<file path="src/logic/wiscPkg.sv">
// WISC core shared definitions
`default_nettype none

package wiscPkg;

   typedef logic [15:0] wordT;    // data, address and instruction word
   typedef logic [2:0]  regIdxT;  // register number
   typedef logic [4:0]  opcodeT;  // instruction bits 15:11
   typedef logic [2:0]  condT;    // flag condition code
   typedef logic [1:0]  aluOpT;   // add/sub/xor/andn or rol/sll/ror/srl

   typedef enum logic {CORE_RUN, CORE_HALTED} coreStateT;

   // major opcodes
   localparam opcodeT OP_HALT    = 5'b00000;
   localparam opcodeT OP_NOP     = 5'b00001;
   localparam opcodeT OP_SIIC    = 5'b00010;  // no exceptions, retires as nop
   localparam opcodeT OP_RTI     = 5'b00011;  // likewise
   localparam opcodeT OP_J       = 5'b00100;
   localparam opcodeT OP_JR      = 5'b00101;
   localparam opcodeT OP_JAL     = 5'b00110;
   localparam opcodeT OP_JALR    = 5'b00111;
   localparam opcodeT OP_ADDI    = 5'b01000;
   localparam opcodeT OP_SUBI    = 5'b01001;
   localparam opcodeT OP_XORI    = 5'b01010;
   localparam opcodeT OP_ANDNI   = 5'b01011;
   localparam opcodeT OP_BEQZ    = 5'b01100;
   localparam opcodeT OP_BNEZ    = 5'b01101;
   localparam opcodeT OP_BLTZ    = 5'b01110;
   localparam opcodeT OP_BGEZ    = 5'b01111;
   localparam opcodeT OP_ST      = 5'b10000;
   localparam opcodeT OP_LD      = 5'b10001;
   localparam opcodeT OP_SLBI    = 5'b10010;
   localparam opcodeT OP_STU     = 5'b10011;
   localparam opcodeT OP_ROLI    = 5'b10100;
   localparam opcodeT OP_SLLI    = 5'b10101;
   localparam opcodeT OP_RORI    = 5'b10110;
   localparam opcodeT OP_SRLI    = 5'b10111;
   localparam opcodeT OP_LBI     = 5'b11000;
   localparam opcodeT OP_BTR     = 5'b11001;
   localparam opcodeT OP_SHIFT_R = 5'b11010;  // rol, sll, ror, srl by bits 1:0
   localparam opcodeT OP_ALU_R   = 5'b11011;  // add, sub, xor, andn by bits 1:0
   localparam opcodeT OP_SEQ     = 5'b11100;
   localparam opcodeT OP_SLT     = 5'b11101;
   localparam opcodeT OP_SLE     = 5'b11110;
   localparam opcodeT OP_SCO     = 5'b11111;

   // writeback source
   localparam logic [1:0] WB_PC2  = 2'b00;  // pc+2 for links, else slbi value
   localparam logic [1:0] WB_MEM  = 2'b01;
   localparam logic [1:0] WB_ALU  = 2'b10;  // alu result or set bit
   localparam logic [1:0] WB_IMM8 = 2'b11;

   // destination register field
   localparam logic [1:0] DST_RS  = 2'b00;  // bits 10:8
   localparam logic [1:0] DST_RD  = 2'b01;  // bits 7:5, I-format
   localparam logic [1:0] DST_RDR = 2'b10;  // bits 4:2, R-format
   localparam logic [1:0] DST_R7  = 2'b11;  // link register

   // alu operand B source
   localparam logic [1:0] B_REG  = 2'b00;
   localparam logic [1:0] B_IMM  = 2'b01;
   localparam logic [1:0] B_ZERO = 2'b11;

   // condition codes
   localparam condT COND_NEVER  = 3'b000;
   localparam condT COND_CARRY  = 3'b001;
   localparam condT COND_ZERO   = 3'b010;
   localparam condT COND_NSIGN  = 3'b011;  // greater or equal
   localparam condT COND_SIGN   = 3'b100;
   localparam condT COND_NZERO  = 3'b101;
   localparam condT COND_ZSIGN  = 3'b110;
   localparam condT COND_ALWAYS = 3'b111;

endpackage

`default_nettype wire

</file>
<file path="src/logic/aluUnit.sv">
// Datapath ALU
`timescale 1ns/1ps
`default_nettype none

module aluUnit (
   input  wire  wiscPkg::wordT  inA,
   input  wire  wiscPkg::wordT  inB,
   input  wire                  cin,
   input  wire                  invA,
   input  wire                  invB,
   input  wire                  shiftOp,  // shift/rotate group
   input  wire                  btrOp,    // bit reverse of A
   input  wire  wiscPkg::aluOpT aluOp,
   output wiscPkg::wordT        result,
   output logic                 zero,
   output logic                 sign,
   output logic                 carry
);

   wiscPkg::wordT opA;
   wiscPkg::wordT opB;
   wiscPkg::wordT arith;
   wiscPkg::wordT shifted;
   wiscPkg::wordT reversed;
   logic [16:0]   sum;                    // carry in bit 16
   logic [31:0]   rotL;
   logic [31:0]   rotR;

   assign opA = invA ? ~inA : inA;
   assign opB = invB ? ~inB : inB;
   assign sum = {1'b0, opA} + {1'b0, opB} + {16'b0, cin};

   // doubled word makes the rotates plain shifts
   assign rotL = {inA, inA} << inB[3:0];
   assign rotR = {inA, inA} >> inB[3:0];

   always_comb begin
      case (aluOp)
         2'b10:   arith = opA ^ opB;
         2'b11:   arith = opA & opB;      // andn via invB
         default: arith = sum[15:0];      // add and sub
      endcase
   end

   always_comb begin
      case (aluOp)
         2'b00:   shifted = rotL[31:16];
         2'b01:   shifted = inA << inB[3:0];
         2'b10:   shifted = rotR[15:0];
         default: shifted = inA >> inB[3:0];  // logical
      endcase
   end

   always_comb begin
      for (int i = 0; i < 16; i++) begin
         reversed[i] = inA[15 - i];
      end
   end

   assign result = btrOp ? reversed : (shiftOp ? shifted : arith);

   // flags always from the adder
   assign zero  = (sum[15:0] == 16'h0000);
   assign sign  = sum[15];
   assign carry = sum[16];

endmodule

`default_nettype wire

</file>
<file path="src/logic/controlUnit.sv">
// Instruction decoder
`timescale 1ns/1ps
`default_nettype none

module controlUnit (
   input  wire  wiscPkg::wordT instruction,
   output logic                regWrt,      // register writeback
   output logic                memWrt,      // data memory store
   output logic                cin,         // adder carry in
   output logic                invA,        // invert operand A
   output logic                invB,        // invert operand B
   output logic                immSrc,      // pc offset from imm11
   output logic                zeroSel,     // zero extend imm5
   output logic                stuSel,      // store data from register B
   output logic                setSel,      // write condition bit
   output logic                jalSel,      // link pc+2 instead of slbi value
   output logic                aluPc,       // jump target from alu
   output logic                err,         // opcode not decoded
   output logic [1:0]          wbDataSel,
   output logic [1:0]          bSrc,
   output logic [1:0]          regDestSel,
   output wiscPkg::condT       brchSig,
   output wiscPkg::aluOpT      aluOp
);

   wiscPkg::opcodeT opcode;

   assign opcode = instruction[15:11];

   always_comb begin
      regWrt     = 1'b0;
      memWrt     = 1'b0;
      cin        = 1'b0;
      invA       = 1'b0;
      invB       = 1'b0;
      immSrc     = 1'b0;
      zeroSel    = 1'b0;
      stuSel     = 1'b0;
      setSel     = 1'b0;
      jalSel     = 1'b0;
      aluPc      = 1'b0;
      err        = 1'b0;
      wbDataSel  = wiscPkg::WB_ALU;
      bSrc       = wiscPkg::B_REG;
      regDestSel = wiscPkg::DST_RS;
      brchSig    = wiscPkg::COND_NEVER;
      aluOp      = 2'b00;                               // plain add
      case (opcode)
         wiscPkg::OP_HALT, wiscPkg::OP_NOP, wiscPkg::OP_SIIC, wiscPkg::OP_RTI: begin
            // no state change here, halt handled by core
         end
         wiscPkg::OP_ADDI, wiscPkg::OP_SUBI: begin
            regWrt     = 1'b1;
            bSrc       = wiscPkg::B_IMM;                // sign extended imm5
            regDestSel = wiscPkg::DST_RD;
            aluOp      = instruction[12:11];
            cin        = (opcode == wiscPkg::OP_SUBI);  // imm - rs
            invA       = (opcode == wiscPkg::OP_SUBI);
         end
         wiscPkg::OP_XORI, wiscPkg::OP_ANDNI: begin
            regWrt     = 1'b1;
            bSrc       = wiscPkg::B_IMM;
            zeroSel    = 1'b1;
            regDestSel = wiscPkg::DST_RD;
            aluOp      = instruction[12:11];
            invB       = (opcode == wiscPkg::OP_ANDNI); // rs & ~imm
         end
         wiscPkg::OP_ROLI, wiscPkg::OP_SLLI, wiscPkg::OP_RORI, wiscPkg::OP_SRLI: begin
            regWrt     = 1'b1;
            bSrc       = wiscPkg::B_IMM;
            zeroSel    = 1'b1;                          // shift count, never negative
            regDestSel = wiscPkg::DST_RD;
            aluOp      = instruction[12:11];
         end
         wiscPkg::OP_ST: begin
            memWrt = 1'b1;
            stuSel = 1'b1;                              // store rd field register
            bSrc   = wiscPkg::B_IMM;                    // address rs + imm5
         end
         wiscPkg::OP_LD: begin
            regWrt     = 1'b1;
            wbDataSel  = wiscPkg::WB_MEM;
            bSrc       = wiscPkg::B_IMM;
            regDestSel = wiscPkg::DST_RD;
         end
         wiscPkg::OP_STU: begin
            memWrt     = 1'b1;
            stuSel     = 1'b1;
            regWrt     = 1'b1;                          // base update, rs <- rs + imm
            bSrc       = wiscPkg::B_IMM;
            regDestSel = wiscPkg::DST_RS;
         end
         wiscPkg::OP_BTR: begin
            regWrt     = 1'b1;
            regDestSel = wiscPkg::DST_RDR;
         end
         wiscPkg::OP_ALU_R: begin
            regWrt     = 1'b1;
            regDestSel = wiscPkg::DST_RDR;
            aluOp      = instruction[1:0];
            cin        = (instruction[1:0] == 2'b01);   // sub gives rt - rs
            invA       = (instruction[1:0] == 2'b01);
            invB       = (instruction[1:0] == 2'b11);   // andn
         end
         wiscPkg::OP_SHIFT_R: begin
            regWrt     = 1'b1;
            regDestSel = wiscPkg::DST_RDR;
            aluOp      = instruction[1:0];
         end
         wiscPkg::OP_SEQ, wiscPkg::OP_SLT, wiscPkg::OP_SLE: begin
            regWrt     = 1'b1;
            setSel     = 1'b1;
            regDestSel = wiscPkg::DST_RDR;
            invB       = 1'b1;                          // flags of rs - rt
            cin        = 1'b1;
            if (opcode == wiscPkg::OP_SEQ)
               brchSig = wiscPkg::COND_ZERO;
            else if (opcode == wiscPkg::OP_SLT)
               brchSig = wiscPkg::COND_SIGN;
            else
               brchSig = wiscPkg::COND_ZSIGN;
         end
         wiscPkg::OP_SCO: begin
            regWrt     = 1'b1;
            setSel     = 1'b1;
            regDestSel = wiscPkg::DST_RDR;
            brchSig    = wiscPkg::COND_CARRY;           // carry out of rs + rt
         end
         wiscPkg::OP_BEQZ: begin
            bSrc    = wiscPkg::B_ZERO;                  // flags of rs alone
            brchSig = wiscPkg::COND_ZERO;
         end
         wiscPkg::OP_BNEZ: begin
            bSrc    = wiscPkg::B_ZERO;
            brchSig = wiscPkg::COND_NZERO;
         end
         wiscPkg::OP_BLTZ: begin
            bSrc    = wiscPkg::B_ZERO;
            brchSig = wiscPkg::COND_SIGN;
         end
         wiscPkg::OP_BGEZ: begin
            bSrc    = wiscPkg::B_ZERO;
            brchSig = wiscPkg::COND_NSIGN;
         end
         wiscPkg::OP_LBI: begin
            regWrt    = 1'b1;
            wbDataSel = wiscPkg::WB_IMM8;
         end
         wiscPkg::OP_SLBI: begin
            regWrt    = 1'b1;
            wbDataSel = wiscPkg::WB_PC2;                // jalSel low picks slbi value
         end
         wiscPkg::OP_J: begin
            immSrc  = 1'b1;
            brchSig = wiscPkg::COND_ALWAYS;
         end
         wiscPkg::OP_JR: begin
            aluPc   = 1'b1;                             // target is rs
            bSrc    = wiscPkg::B_ZERO;
            brchSig = wiscPkg::COND_ALWAYS;
         end
         wiscPkg::OP_JAL: begin
            immSrc     = 1'b1;
            brchSig    = wiscPkg::COND_ALWAYS;
            regWrt     = 1'b1;
            jalSel     = 1'b1;
            wbDataSel  = wiscPkg::WB_PC2;
            regDestSel = wiscPkg::DST_R7;
         end
         wiscPkg::OP_JALR: begin
            aluPc      = 1'b1;
            bSrc       = wiscPkg::B_ZERO;
            brchSig    = wiscPkg::COND_ALWAYS;
            regWrt     = 1'b1;
            jalSel     = 1'b1;
            wbDataSel  = wiscPkg::WB_PC2;
            regDestSel = wiscPkg::DST_R7;
         end
         default: begin
            err = 1'b1;                                 // all enables stay low
         end
      endcase
   end

   // a faulting opcode must never reach the memory
   always_comb begin
      assert (!(memWrt && err)) else $error("controlUnit: store decoded with err");
   end

endmodule

`default_nettype wire

</file>
<file path="src/logic/dataMem.sv">
// Word data memory
`timescale 1ns/1ps
`default_nettype none

module dataMem #(
   parameter int DMEM_ADDR_W = 6           // word address bits
) (
   input  wire                 clk,
   input  wire                 rst,
   input  wire                 wrEn,
   input  wire  wiscPkg::wordT addr,       // byte address
   input  wire  wiscPkg::wordT wrData,
   output wiscPkg::wordT       rdData
);

   localparam int DEPTH = 1 << DMEM_ADDR_W;

   wiscPkg::wordT          mem [DEPTH];
   logic [DMEM_ADDR_W-1:0] wordIdx;

   assign wordIdx = addr[DMEM_ADDR_W:1];   // drop byte bit, upper bits alias

   always_ff @(posedge clk) begin
      if (rst) begin
         for (int i = 0; i < DEPTH; i++) begin
            mem[i] <= '0;
         end
      end else if (wrEn) begin
         mem[wordIdx] <= wrData;
      end
   end

   assign rdData = mem[wordIdx];           // async read

endmodule

`default_nettype wire

</file>
<file path="src/logic/pcUnit.sv">
// Program counter and branch logic
`timescale 1ns/1ps
`default_nettype none

module pcUnit (
   input  wire                 clk,
   input  wire                 rst,
   input  wire                 advance,      // accepted fetch beat
   input  wire  wiscPkg::condT brchSig,
   input  wire                 zero,
   input  wire                 sign,
   input  wire                 carry,
   input  wire                 immSrc,
   input  wire                 aluPc,
   input  wire  wiscPkg::wordT instruction,
   input  wire  wiscPkg::wordT aluResult,
   output wiscPkg::wordT       pc,
   output wiscPkg::wordT       pcPlus2,
   output wiscPkg::wordT       nextPc,
   output logic                condTrue
);

   wiscPkg::wordT brOff;
   wiscPkg::wordT jmpOff;
   wiscPkg::wordT target;
   logic          flowCtl;

   assign pcPlus2 = pc + 16'd2;
   assign brOff   = {{8{instruction[7]}}, instruction[7:0]};
   assign jmpOff  = {{5{instruction[10]}}, instruction[10:0]};

   // only jumps (001xx) and branches (011xx) redirect, set forms reuse the condition
   assign flowCtl = !instruction[15] && instruction[13];

   always_comb begin
      case (brchSig)
         wiscPkg::COND_CARRY:  condTrue = carry;
         wiscPkg::COND_ZERO:   condTrue = zero;
         wiscPkg::COND_NSIGN:  condTrue = !sign;
         wiscPkg::COND_SIGN:   condTrue = sign;
         wiscPkg::COND_NZERO:  condTrue = !zero;
         wiscPkg::COND_ZSIGN:  condTrue = zero || sign;
         wiscPkg::COND_ALWAYS: condTrue = 1'b1;
         default:              condTrue = 1'b0;
      endcase
   end

   assign target = aluPc ? aluResult : pcPlus2 + (immSrc ? jmpOff : brOff);
   assign nextPc = (flowCtl && condTrue) ? target : pcPlus2;

   always_ff @(posedge clk) begin
      if (rst)
         pc <= '0;
      else if (advance)
         pc <= nextPc;
   end

   // halfword instructions, so fetch address keeps bit 0 clear
   assert property (@(posedge clk) disable iff (rst) !pc[0])
      else $error("pcUnit: odd pc %h", pc);

endmodule

`default_nettype wire

</file>
<file path="src/logic/regFile.sv">
// Eight entry register file
`timescale 1ns/1ps
`default_nettype none

module regFile (
   input  wire                   clk,
   input  wire                   rst,
   input  wire  wiscPkg::regIdxT rdIdxA,
   input  wire  wiscPkg::regIdxT rdIdxB,
   input  wire  wiscPkg::regIdxT wrIdx,
   input  wire                   wrEn,
   input  wire  wiscPkg::wordT   wrData,
   output wiscPkg::wordT         rdDataA,
   output wiscPkg::wordT         rdDataB
);

   wiscPkg::wordT regs [8];   // r0 is an ordinary register

   always_ff @(posedge clk) begin
      if (rst) begin
         for (int i = 0; i < 8; i++) begin
            regs[i] <= '0;
         end
      end else if (wrEn) begin
         regs[wrIdx] <= wrData;
      end
   end

   // no bypass, same-cycle read sees the old value
   assign rdDataA = regs[rdIdxA];
   assign rdDataB = regs[rdIdxB];

endmodule

`default_nettype wire

</file>
<file path="src/logic/wiscCore.sv">
// Single-cycle WISC core
`timescale 1ns/1ps
`default_nettype none

module wiscCore #(
   parameter int DMEM_ADDR_W = 6
) (
   input  wire                   clk,
   input  wire                   rst,
   output wiscPkg::wordT         fetchPc,
   input  wire                   instrValid,
   input  wire  wiscPkg::wordT   instruction,
   output logic                  instrReady,
   output logic                  retValid,
   output wiscPkg::wordT         retPc,
   output wiscPkg::wordT         retNextPc,
   output logic                  retWbEn,
   output wiscPkg::regIdxT       retWbReg,
   output wiscPkg::wordT         retWbData,
   output logic                  retErr,
   output logic                  halted
);

   wiscPkg::coreStateT state;
   wiscPkg::opcodeT    opcode;
   wiscPkg::condT      brchSig;
   wiscPkg::aluOpT     aluOp;
   wiscPkg::regIdxT    wrIdx;
   wiscPkg::wordT      rdDataA, rdDataB, memRdData, memWrData;
   wiscPkg::wordT      opB, imm5, slbiVal, wbData;
   wiscPkg::wordT      aluResult, pcPlus2, nextPc;
   logic [1:0]         wbDataSel, bSrc, regDestSel;
   logic regWrt, memWrt, cin, invA, invB, immSrc, zeroSel, stuSel;
   logic setSel, jalSel, aluPc, err;
   logic zero, sign, carry, condTrue;
   logic accept, shiftOp, btrOp;

   assign opcode     = instruction[15:11];
   assign instrReady = (state == wiscPkg::CORE_RUN);
   assign halted     = (state == wiscPkg::CORE_HALTED);
   assign accept     = instrValid && instrReady;   // the one beat that commits

   // alu sub-function groups not covered by aluOp
   assign shiftOp = (opcode == wiscPkg::OP_SHIFT_R) || (opcode[4:2] == 3'b101);
   assign btrOp   = (opcode == wiscPkg::OP_BTR);

   controlUnit ctrl0 (
      .instruction(instruction), .regWrt(regWrt), .memWrt(memWrt), .cin(cin),
      .invA(invA), .invB(invB), .immSrc(immSrc), .zeroSel(zeroSel), .stuSel(stuSel),
      .setSel(setSel), .jalSel(jalSel), .aluPc(aluPc), .err(err),
      .wbDataSel(wbDataSel), .bSrc(bSrc), .regDestSel(regDestSel),
      .brchSig(brchSig), .aluOp(aluOp)
   );

   regFile rf0 (
      .clk(clk), .rst(rst), .rdIdxA(instruction[10:8]), .rdIdxB(instruction[7:5]),
      .wrIdx(wrIdx), .wrEn(regWrt && accept), .wrData(wbData),
      .rdDataA(rdDataA), .rdDataB(rdDataB)
   );

   assign imm5 = zeroSel ? {11'b0, instruction[4:0]} : {{11{instruction[4]}}, instruction[4:0]};

   always_comb begin
      case (bSrc)
         wiscPkg::B_REG: opB = rdDataB;
         wiscPkg::B_IMM: opB = imm5;
         default:        opB = '0;   // branch tests and register jumps
      endcase
   end

   aluUnit alu0 (
      .inA(rdDataA), .inB(opB), .cin(cin), .invA(invA), .invB(invB),
      .shiftOp(shiftOp), .btrOp(btrOp), .aluOp(aluOp),
      .result(aluResult), .zero(zero), .sign(sign), .carry(carry)
   );

   pcUnit pc0 (
      .clk(clk), .rst(rst), .advance(accept), .brchSig(brchSig),
      .zero(zero), .sign(sign), .carry(carry), .immSrc(immSrc), .aluPc(aluPc),
      .instruction(instruction), .aluResult(aluResult),
      .pc(fetchPc), .pcPlus2(pcPlus2), .nextPc(nextPc), .condTrue(condTrue)
   );

   assign memWrData = stuSel ? rdDataB : aluResult;

   dataMem #(.DMEM_ADDR_W(DMEM_ADDR_W)) dmem0 (
      .clk(clk), .rst(rst), .wrEn(memWrt && accept), .addr(aluResult),
      .wrData(memWrData), .rdData(memRdData)
   );

   assign slbiVal = {rdDataA[7:0], instruction[7:0]};   // (rs << 8) | zext imm8

   always_comb begin
      case (wbDataSel)
         wiscPkg::WB_PC2: wbData = jalSel ? pcPlus2 : slbiVal;
         wiscPkg::WB_MEM: wbData = memRdData;
         wiscPkg::WB_ALU: wbData = setSel ? {15'b0, condTrue} : aluResult;
         default:         wbData = {{8{instruction[7]}}, instruction[7:0]};   // lbi
      endcase
   end

   always_comb begin
      case (regDestSel)
         wiscPkg::DST_RS:  wrIdx = instruction[10:8];
         wiscPkg::DST_RD:  wrIdx = instruction[7:5];
         wiscPkg::DST_RDR: wrIdx = instruction[4:2];
         default:          wrIdx = 3'd7;   // link
      endcase
   end

   always_ff @(posedge clk) begin
      if (rst)
         state <= wiscPkg::CORE_RUN;
      else if (accept && opcode == wiscPkg::OP_HALT)
         state <= wiscPkg::CORE_HALTED;   // sticky until reset
   end

   always_ff @(posedge clk) begin
      if (rst)
         retValid <= 1'b0;
      else
         retValid <= accept;
   end

   always_ff @(posedge clk) begin
      if (accept) begin
         retPc     <= fetchPc;
         retNextPc <= nextPc;
         retWbEn   <= regWrt;
         retWbReg  <= wrIdx;
         retWbData <= wbData;
         retErr    <= err;
      end
   end

   // one record per accepted instruction, pc already moved to the recorded next pc
   assert property (@(posedge clk) disable iff (rst)
                    retValid |-> $past(accept) && (fetchPc == retNextPc))
      else $error("wiscCore: retire without accepted fetch or pc not updated");

endmodule

`default_nettype wire

</file>
<file path="config.mk">
export PLATFORM = sky130hd
export DESIGN_NAME = wiscCore
export DESIGN_NICKNAME = d
export VERILOG_FILES = /design/src/logic/wiscPkg.sv /design/src/logic/aluUnit.sv /design/src/logic/controlUnit.sv /design/src/logic/dataMem.sv /design/src/logic/pcUnit.sv /design/src/logic/regFile.sv /design/src/logic/wiscCore.sv
export SDC_FILE = /design/constraint.sdc
export NUM_CORES = 2
export LEC_CHECK = 0
export BUFFER_PORTS_ARGS = -buffer_cell sky130_fd_sc_hd__buf_2
export CORE_MARGIN = 4
export CORE_UTILIZATION = 57
export CTS_CLUSTER_SIZE = 25
export DETAILED_ROUTE_END_ITERATION = 6
export PLACE_DENSITY = 0.76
export SLEW_MARGIN = 30
export SYNTH_ARGS = -nofsm -noshare
export SYNTH_HDL_FRONTEND = slang
export SYNTH_SLANG_ARGS = --single-unit
</file>
<file path="constraint.sdc">
create_clock -name clk -period 8.65 [get_ports clk]
set_clock_uncertainty 0.1 [all_clocks]
set_input_delay 2.1625 -clock clk [delete_from_list [all_inputs] [get_ports clk]]
set_output_delay 2.1625 -clock clk [all_outputs]
set_load 0.005 [all_outputs]
</file>
### After elaboration in Yosys (flattened, before gate mapping)

Memories as Yosys holds them, arrays and structs flattened.
Index checks and enable logic that the tools add are counted.
W data, S select, Z words.

| word-level totals | value |
|---|---|
| bits in registers | 70 |
| input bits | 19 |
| RAM bits | 1152 |
| output and inout bits | 72 |
| word-level logic and storage cells | 154 |
| memories | 2 |

Memories:

| name | words | bits a word | rd ports | clocked after memory_dff | write ports | RTL line | RTL |
|---|---|---|---|---|---|---|---|
| dmem0.mem | 64 | 16 | 1 | 0 | 64 | dataMem.sv:18 | `wiscPkg::wordT mem [DEPTH];` |
| rf0.regs | 8 | 16 | 2 | 0 | 8 | regFile.sv:17 | `wiscPkg::wordT regs [8];` |

| cells by class | value |
|---|---|
| eq/ne operators | 46 |
| reduce and logical (&&, ||, !) cells | 37 |
| bitwise operators | 5 |
| shift operators | 4 |
| add/sub/neg operators | 4 |
| multiplexer cells | 48 |

Operators by type and width:

| kind | number |
|---|---|
| $mux W16 | 13 |
| $pmux W16 S3 | 2 |
| $eq A5 B5 Y1 const B | 16 |
| $pmux W16 S2 | 2 |
| $eq A5 B4 Y1 const B | 8 |
| $not A16 Y16 | 2 |
| $reduce_or A16 Y1 | 2 |
| $shl A32 B4 Y32 | 1 |
| $shr A32 B4 Y16 | 1 |
| $pmux W3 S7 | 1 |
| $reduce_or A21 Y1 | 1 |
| $eq A5 B3 Y1 const B | 4 |
| $add A16 B16 Y17 | 1 |
| $add A17 B1 Y17 | 1 |
| $mux W1 | 17 |
| $add A16 B16 Y16 | 1 |
| $add A16 B2 Y16 const B | 1 |
| $and A16 B16 Y16 | 1 |
| $logic_not A16 Y1 | 1 |
| $shl A16 B4 Y16 | 1 |
| $shr A16 B4 Y16 | 1 |
| $xor A16 B16 Y16 | 1 |
| $eq A3 B3 Y1 const B | 5 |
| $reduce_or A2 Y1 | 7 |
| other kinds (26) | 53 |

### Longest topological paths before layout

| logic depth | value |
|---|---|
| word-level depth | 15 |
| gate-level depth with buffers | 30 |
| depth with buffers taken out | 22 |

### Cells and area by module

Synthesis repeated with hierarchy kept, for this count alone.

| second synthesis, totals | value |
|---|---|
| cell total of the unflattened synthesis | 5053 |
| area total of the unflattened synthesis | 62693.9 µm² |

Modules (own cells, without submodules):

| module | instances | area each (µm²) | cells each | sequential area each (µm²) |
|---|---|---|---|---|
| dataMem | 1 | 46687.3 | 3534 | 30749.5 |
| regFile | 1 | 6974.2 | 430 | 3843.7 |
| aluUnit | 1 | 3518.4 | 502 | 0.0 |
| wiscCore | 1 | 2751.4 | 199 | 1631.6 |
| pcUnit | 1 | 2290.9 | 309 | 320.3 |
| controlUnit | 1 | 471.7 | 79 | 0.0 |

### Least setup slack after synthesis

Ideal clock, no wire load.

| timing path | value |
|---|---|
| kind | input port to flip-flop |
| start | input port instruction[11] |
| end | register retNextPc[0], data pin |
| setup time | 0.270 ns |
| arrival | 8.485 ns |
| data required time | 8.280 ns |
| slack | -0.205 ns |
| stages | 26 |
| path buffers | 6 |
| cells stage by stage | clkbuf_1 > clkbuf_1 > nand2_1 > and3_1 > o21ai_1 > clkbuf_1 > xnor2_1 > fa_1 > inv_1 > fa_1 > nor2b_1 > o21ai_0 > a21boi_0 > o21ai_0 > a21boi_0 > o2111a_1 > o31a_1 > xor2_1 > or4_1 > or4_1 > nand2_1 > o21a_1 > clkbuf_1 > clkbuf_1 > clkbuf_1 > a21oi_1 |

| on the way | value |
|---|---|
| cells in the longest elaborated chain, start to end | 14 |
| elaborated cells on any way between the ends | 85 |
| classes of those cells | add/sub: 2; eq/ne: 37; shift: 4; mux: 21; bitwise: 3; reduce/logical: 18 |

RTL lines:

| item | RTL line | RTL |
|---|---|---|
| start, declared | wiscCore.sv:12 | `input wire wiscPkg::wordT instruction,` |
| $eq A5 B5 Y1, or another cell as far along | controlUnit.sv:48 | `case (opcode)` |
| $reduce_or A11 Y1 (no source line) / $reduce_or A6 Y1 (equally long branches) | -- |  |
| $pmux W2 S2 / $mux W1 (equally long branches) | controlUnit.sv:48 |  |
| $eq A2 B1 Y1, or another cell as far along | wiscCore.sv:64 | `case (bSrc)` |
| $pmux W16 S2 | wiscCore.sv:64 |  |
| $not A16 Y16 | aluUnit.sv:30 | `assign opB = invB ? ~inB : inB;` |
| $mux W16 | aluUnit.sv:30 |  |
| $add A16 B16 Y17 | aluUnit.sv:31 | `assign sum = {1'b0, opA} + {1'b0, opB} + {16'b0, cin};` |
| $add A17 B1 Y17 | aluUnit.sv:31 |  |
| $logic_not A16 Y1 / $pmux W16 S2 (equally long branches) | aluUnit.sv:63, aluUnit.sv:38 |  |
| $logic_or A1 B1 Y1, or another cell as far along | pcUnit.sv:42 | `wiscPkg::COND_ZSIGN: condTrue = zero \|\| sign;` |
| $pmux W1 S7 / $mux W16 (equally long branches) | pcUnit.sv:36, aluUnit.sv:60 |  |
| $logic_and A1 B1 Y1 / $mux W16 (equally long branches) | pcUnit.sv:49, pcUnit.sv:48 |  |
| $mux W16 (*) | pcUnit.sv:49 | `assign nextPc = (flowCtl && condTrue) ? target : pcPlus2;` |
| via nextPc[0] | wiscCore.sv:31 | `wiscPkg::wordT aluResult, pcPlus2, nextPc;` |
| end signal, assigned | wiscCore.sv:128 | `retNextPc <= nextPc;` |
| end, declared | wiscCore.sv:16 | `output wiscPkg::wordT retNextPc,` |

Mark *: on every way through the listed nets, which the timed path passes. The rest lies on a longest branch.
A chain may end at the register's enable or synchronous reset.

==> flow_summary.json <==
{
  "cp-start-kind": "input port",
  "clkTransAtPathRegs_ns": 0.06,
  "ir_worst_vdd_mv": 0.267,
  "start_util_pct": 57.7,
  "p_switching_mw": 7.91,
  "ys_seq_elements": 1222,
  "top_usage_layer": "met2",
  "setup_viol": 0,
  "viasPerCell": 6.91,
  "pwr-share-comb_pct": 39.6,
  "synthTopCellsByArea": "edfxtp_1 60%, nor2_1 8.0%, nand2_1 3.6%",
  "cts_num_sinks": 1222,
  "synth_commonest_cells": "1286 x nor2_1, 1204 x edfxtp_1, 577 x nand2_1",
  "path_max_fanout": 19,
  "yosysMostFrequentCell": "nor2_1",
  "drtIter0Drc": 8540,
  "nFillCells": 7724,
  "io_buffer_count": 89,
  "synthToLayoutAreaGrowth_pct": 15.5,
  "netlist_area_um2": 60200,
  "internal_power_mw": 12.0,
  "status": "complete, no violations",
  "yosys_warnings": 0,
  "clock_path_buffers": 3,
  "chipWidth_um": 333,
  "synth_nets": 5453,
  "row_count": 118,
  "final_area_um2": 69500,
  "postCtsSetupBuffers": 0,
  "cts_resized": 0,
  "core-area_um2": 104000,
  "route.antenna.remaining_nets": 0,
  "synth_top_area_share_pct": 60.1,
  "synth-edff-count": 1204,
  "grt_pass1_wl_mm": 335,
  "io_pins": 91,
  "p_leak_nw": 25.7,
  "drt_wl_total_mm": 236,
  "grt_use_total_pct": 41.5,
  "overflow": 0,
  "fin_cells": 7196,
  "path_class": "in -> reg",
  "dieArea_um2": 111000,
  "layout.nets": 5762,
  "yosysSeqAreaShare_pct": 60.7,
  "fp.dieH_um": 333,
  "postSynthAreaPerCell_um2": 11.1,
  "drive_gt1_share_pct": 17.4,
  "place_hpwl_mm": 159,
  "period_needed_ns": 8.29,
  "yosysUniqueCellTypes": 108,
  "hold_viol": 0,
  "route.detailed.drc": 0,
  "power_density_nw_per_um2": 286,
  "h-tree-depth": 3,
  "drv_cap": 0,
  "hold_path.class": "reg -> reg",
  "relSlewSlack_pct": 25.6,
  "vias": 49693,
  "cts_root_buf": "clkbuf_16",
  "worstPathArrival_ns": 8.71,
  "synth_top_cell_by_area": "edfxtp_1",
  "dr.pass1.iters": 6,
  "antenna_found_initial": 6,
  "worst_setup_path_end_kind": "flop",
  "p_sw_share_pct": 39.8,
  "tns_ns": 0,
  "routedWlPerCell_um": 32.8,
  "grt_max_degree": 83,
  "clk_latency_ns": 0.76,
  "synth_cells": 5399,
  "crit_required_ns": 9.08,
  "globalRouteMet1Util_pct": 53.4,
  "hold_buffers": 0,
  "drv_slew": 0,
  "postPlaceCellArea_um2": 65600,
  "dp.cells": 6965,
  "tightest_slew_ns": 1.12,
  "gr-usage-met3_pct": 12.1,
  "clock.fmax_ghz": 0.121,
  "cts_buffers": 121,
  "rsz0062_at_grt": "no",
  "p_clk_share_pct": 26.1,
  "pwr-share-seq_pct": 34.4,
  "ys_async_sr_fraction_pct": 0,
  "cts_tree": "yes",
  "first_global_vias": 47272,
  "gp_congestion": 1.06,
  "use_met2_pct": 61.9,
  "synthFlopType": "edfxtp_1",
  "period_share_pct": 95.8
}
==> final timing paths <==
kind | from | end | slack [ns] | depth (start not counted)
max reg2reg | rf0.regs[0][0] | rf0.regs[2][0] | 1.66 | 22
min reg2reg | halted | halted | 0.39 | 2
min | halted | halted | 0.39 | 2
max | instruction[5] | rf0.regs[2][0] | 0.36 | 25
==> power groups by stage <==
stage | logic [mW] | clock network, mW | registers, mW
final | 7.86 | 5.19 | 6.83
after global routing | 7.85 | 5.44 | 6.84
after CTS | 7.43 | 5.18 | 6.83
after detailed placement | 7.39 | 0 | 6.95
after global placement | 7.35 | 0 | 6.94
after floorplan | 3.57 | 0 | 6.92
==> cell families after synthesis <==
| kind of cell | Yosys count | share of synthesized area, % |
|---|---|---|
| AND/OR/NAND/NOR | 2315 | 16.1 |
| flip-flops | 1222 | 60.7 |
| AO/OA/AOI/OAI | 985 | 11.6 |
| buffers and inverters | 490 | 3.75 |
| multiplexers | 280 | 6.03 |
| XOR/XNOR | 71 | 1.03 |
| adder cells (fa/ha/maj) | 35 | 0.765 |
| other | 1 | 0.00623 |
==> through the flow <==
stage / utilization, % / total power [mW] / hold slack (ns) / setup slack, ns
after global routing: 66.7 / 20.1 / 0.435 / 0.258
final: 66.7 / 19.9 / 0.386 / 0.364
after global placement: 62.9 / 14.3 / 0.376 / -0.0836
after CTS: 66.6 / 19.4 / 0.387 / 0.623
after floorplan: - / 10.5 / 0.375 / 0.00152
after detailed placement: 62.9 / 14.3 / 0.379 / -0.0678
==> flip-flops by register name, summed over array words and instances (netlist names), 3 cells and up <==
register / flops
dmem0.mem: 1024
retWbData: 16
retPc: 16
retWbReg: 3
retNextPc: 16
rf0.regs: 128
pc0.pc: 16
==> final cells by class <==
| class | count | area [µm²] | share of cell area [%] |
|---|---|---|---|
| Clock buffer | 150 | 3190 | 4.59 |
| Sequential cell | 1222 | 36500 | 52.5 |
| Tap cell | 1380 | 1730 | 2.48 |
| Clock inverter | 76 | 688 | 0.990 |
| Timing Repair Buffer | 632 | 5420 | 7.80 |
| Multi-Input combinational cell | 3687 | 21800 | 31.3 |
| Antenna cell | 5 | 12.5 | 0.0180 |
| Inverter | 44 | 165 | 0.238 |
==> worst max-delay path: stages <==
cell      delay, ns
buf_2          0.14
buf_4          0.35
mux2_2         0.38
o22ai_1        0.18
buf_4          0.17
o31ai_4        0.08
xnor2_1        0.25
ha_1           0.28
a21o_1         0.19
a21o_1         0.23
a22oi_1        0.19
a21oi_1        0.17
o21ai_0        0.73
nand2_8        0.25
nand2_2        0.49
buf_4          0.26
o32ai_1        0.08
o31ai_1        0.82
o211ai_1       0.22
buf_4          0.21
o31ai_1        0.27
buf_4          0.21
nor2_1         0.05
buf_4          0.17
nor2_1         0.14
==> layer usage <==
layer  part of all wire [%]  up-vias  wire [µm]
li1                       -    20385          -
met1                     33    23807      78200
met2                     43     4476     102000
met3                     15     1023      35700
met4                    8.6        2      20300
met5                 0.0055        -         13
==> placed cells by master (no fill, tap or decap), types with 47 or more instances in the layout <==
cell type  netlist  layout
nor2_1        1286    1278
edfxtp_1      1204    1204
nand2_1        577     575
buf_4           45     471
o22ai_1        174     172
mux2i_1        169     169
a21oi_1        160     153
o21ai_0        131     129
nand3_1        125     123
clkbuf_16        0     123
buf_2          119      88
nand2b_1        87      79
buf_12           0      69
a31oi_1         65      65
mux4_2          61      61
nor3_1          61      59
o221ai_1        49      49
mux2_2          48      48
xnor2_1         47      47
Note: power is estimated with default switching activity, not from simulation.
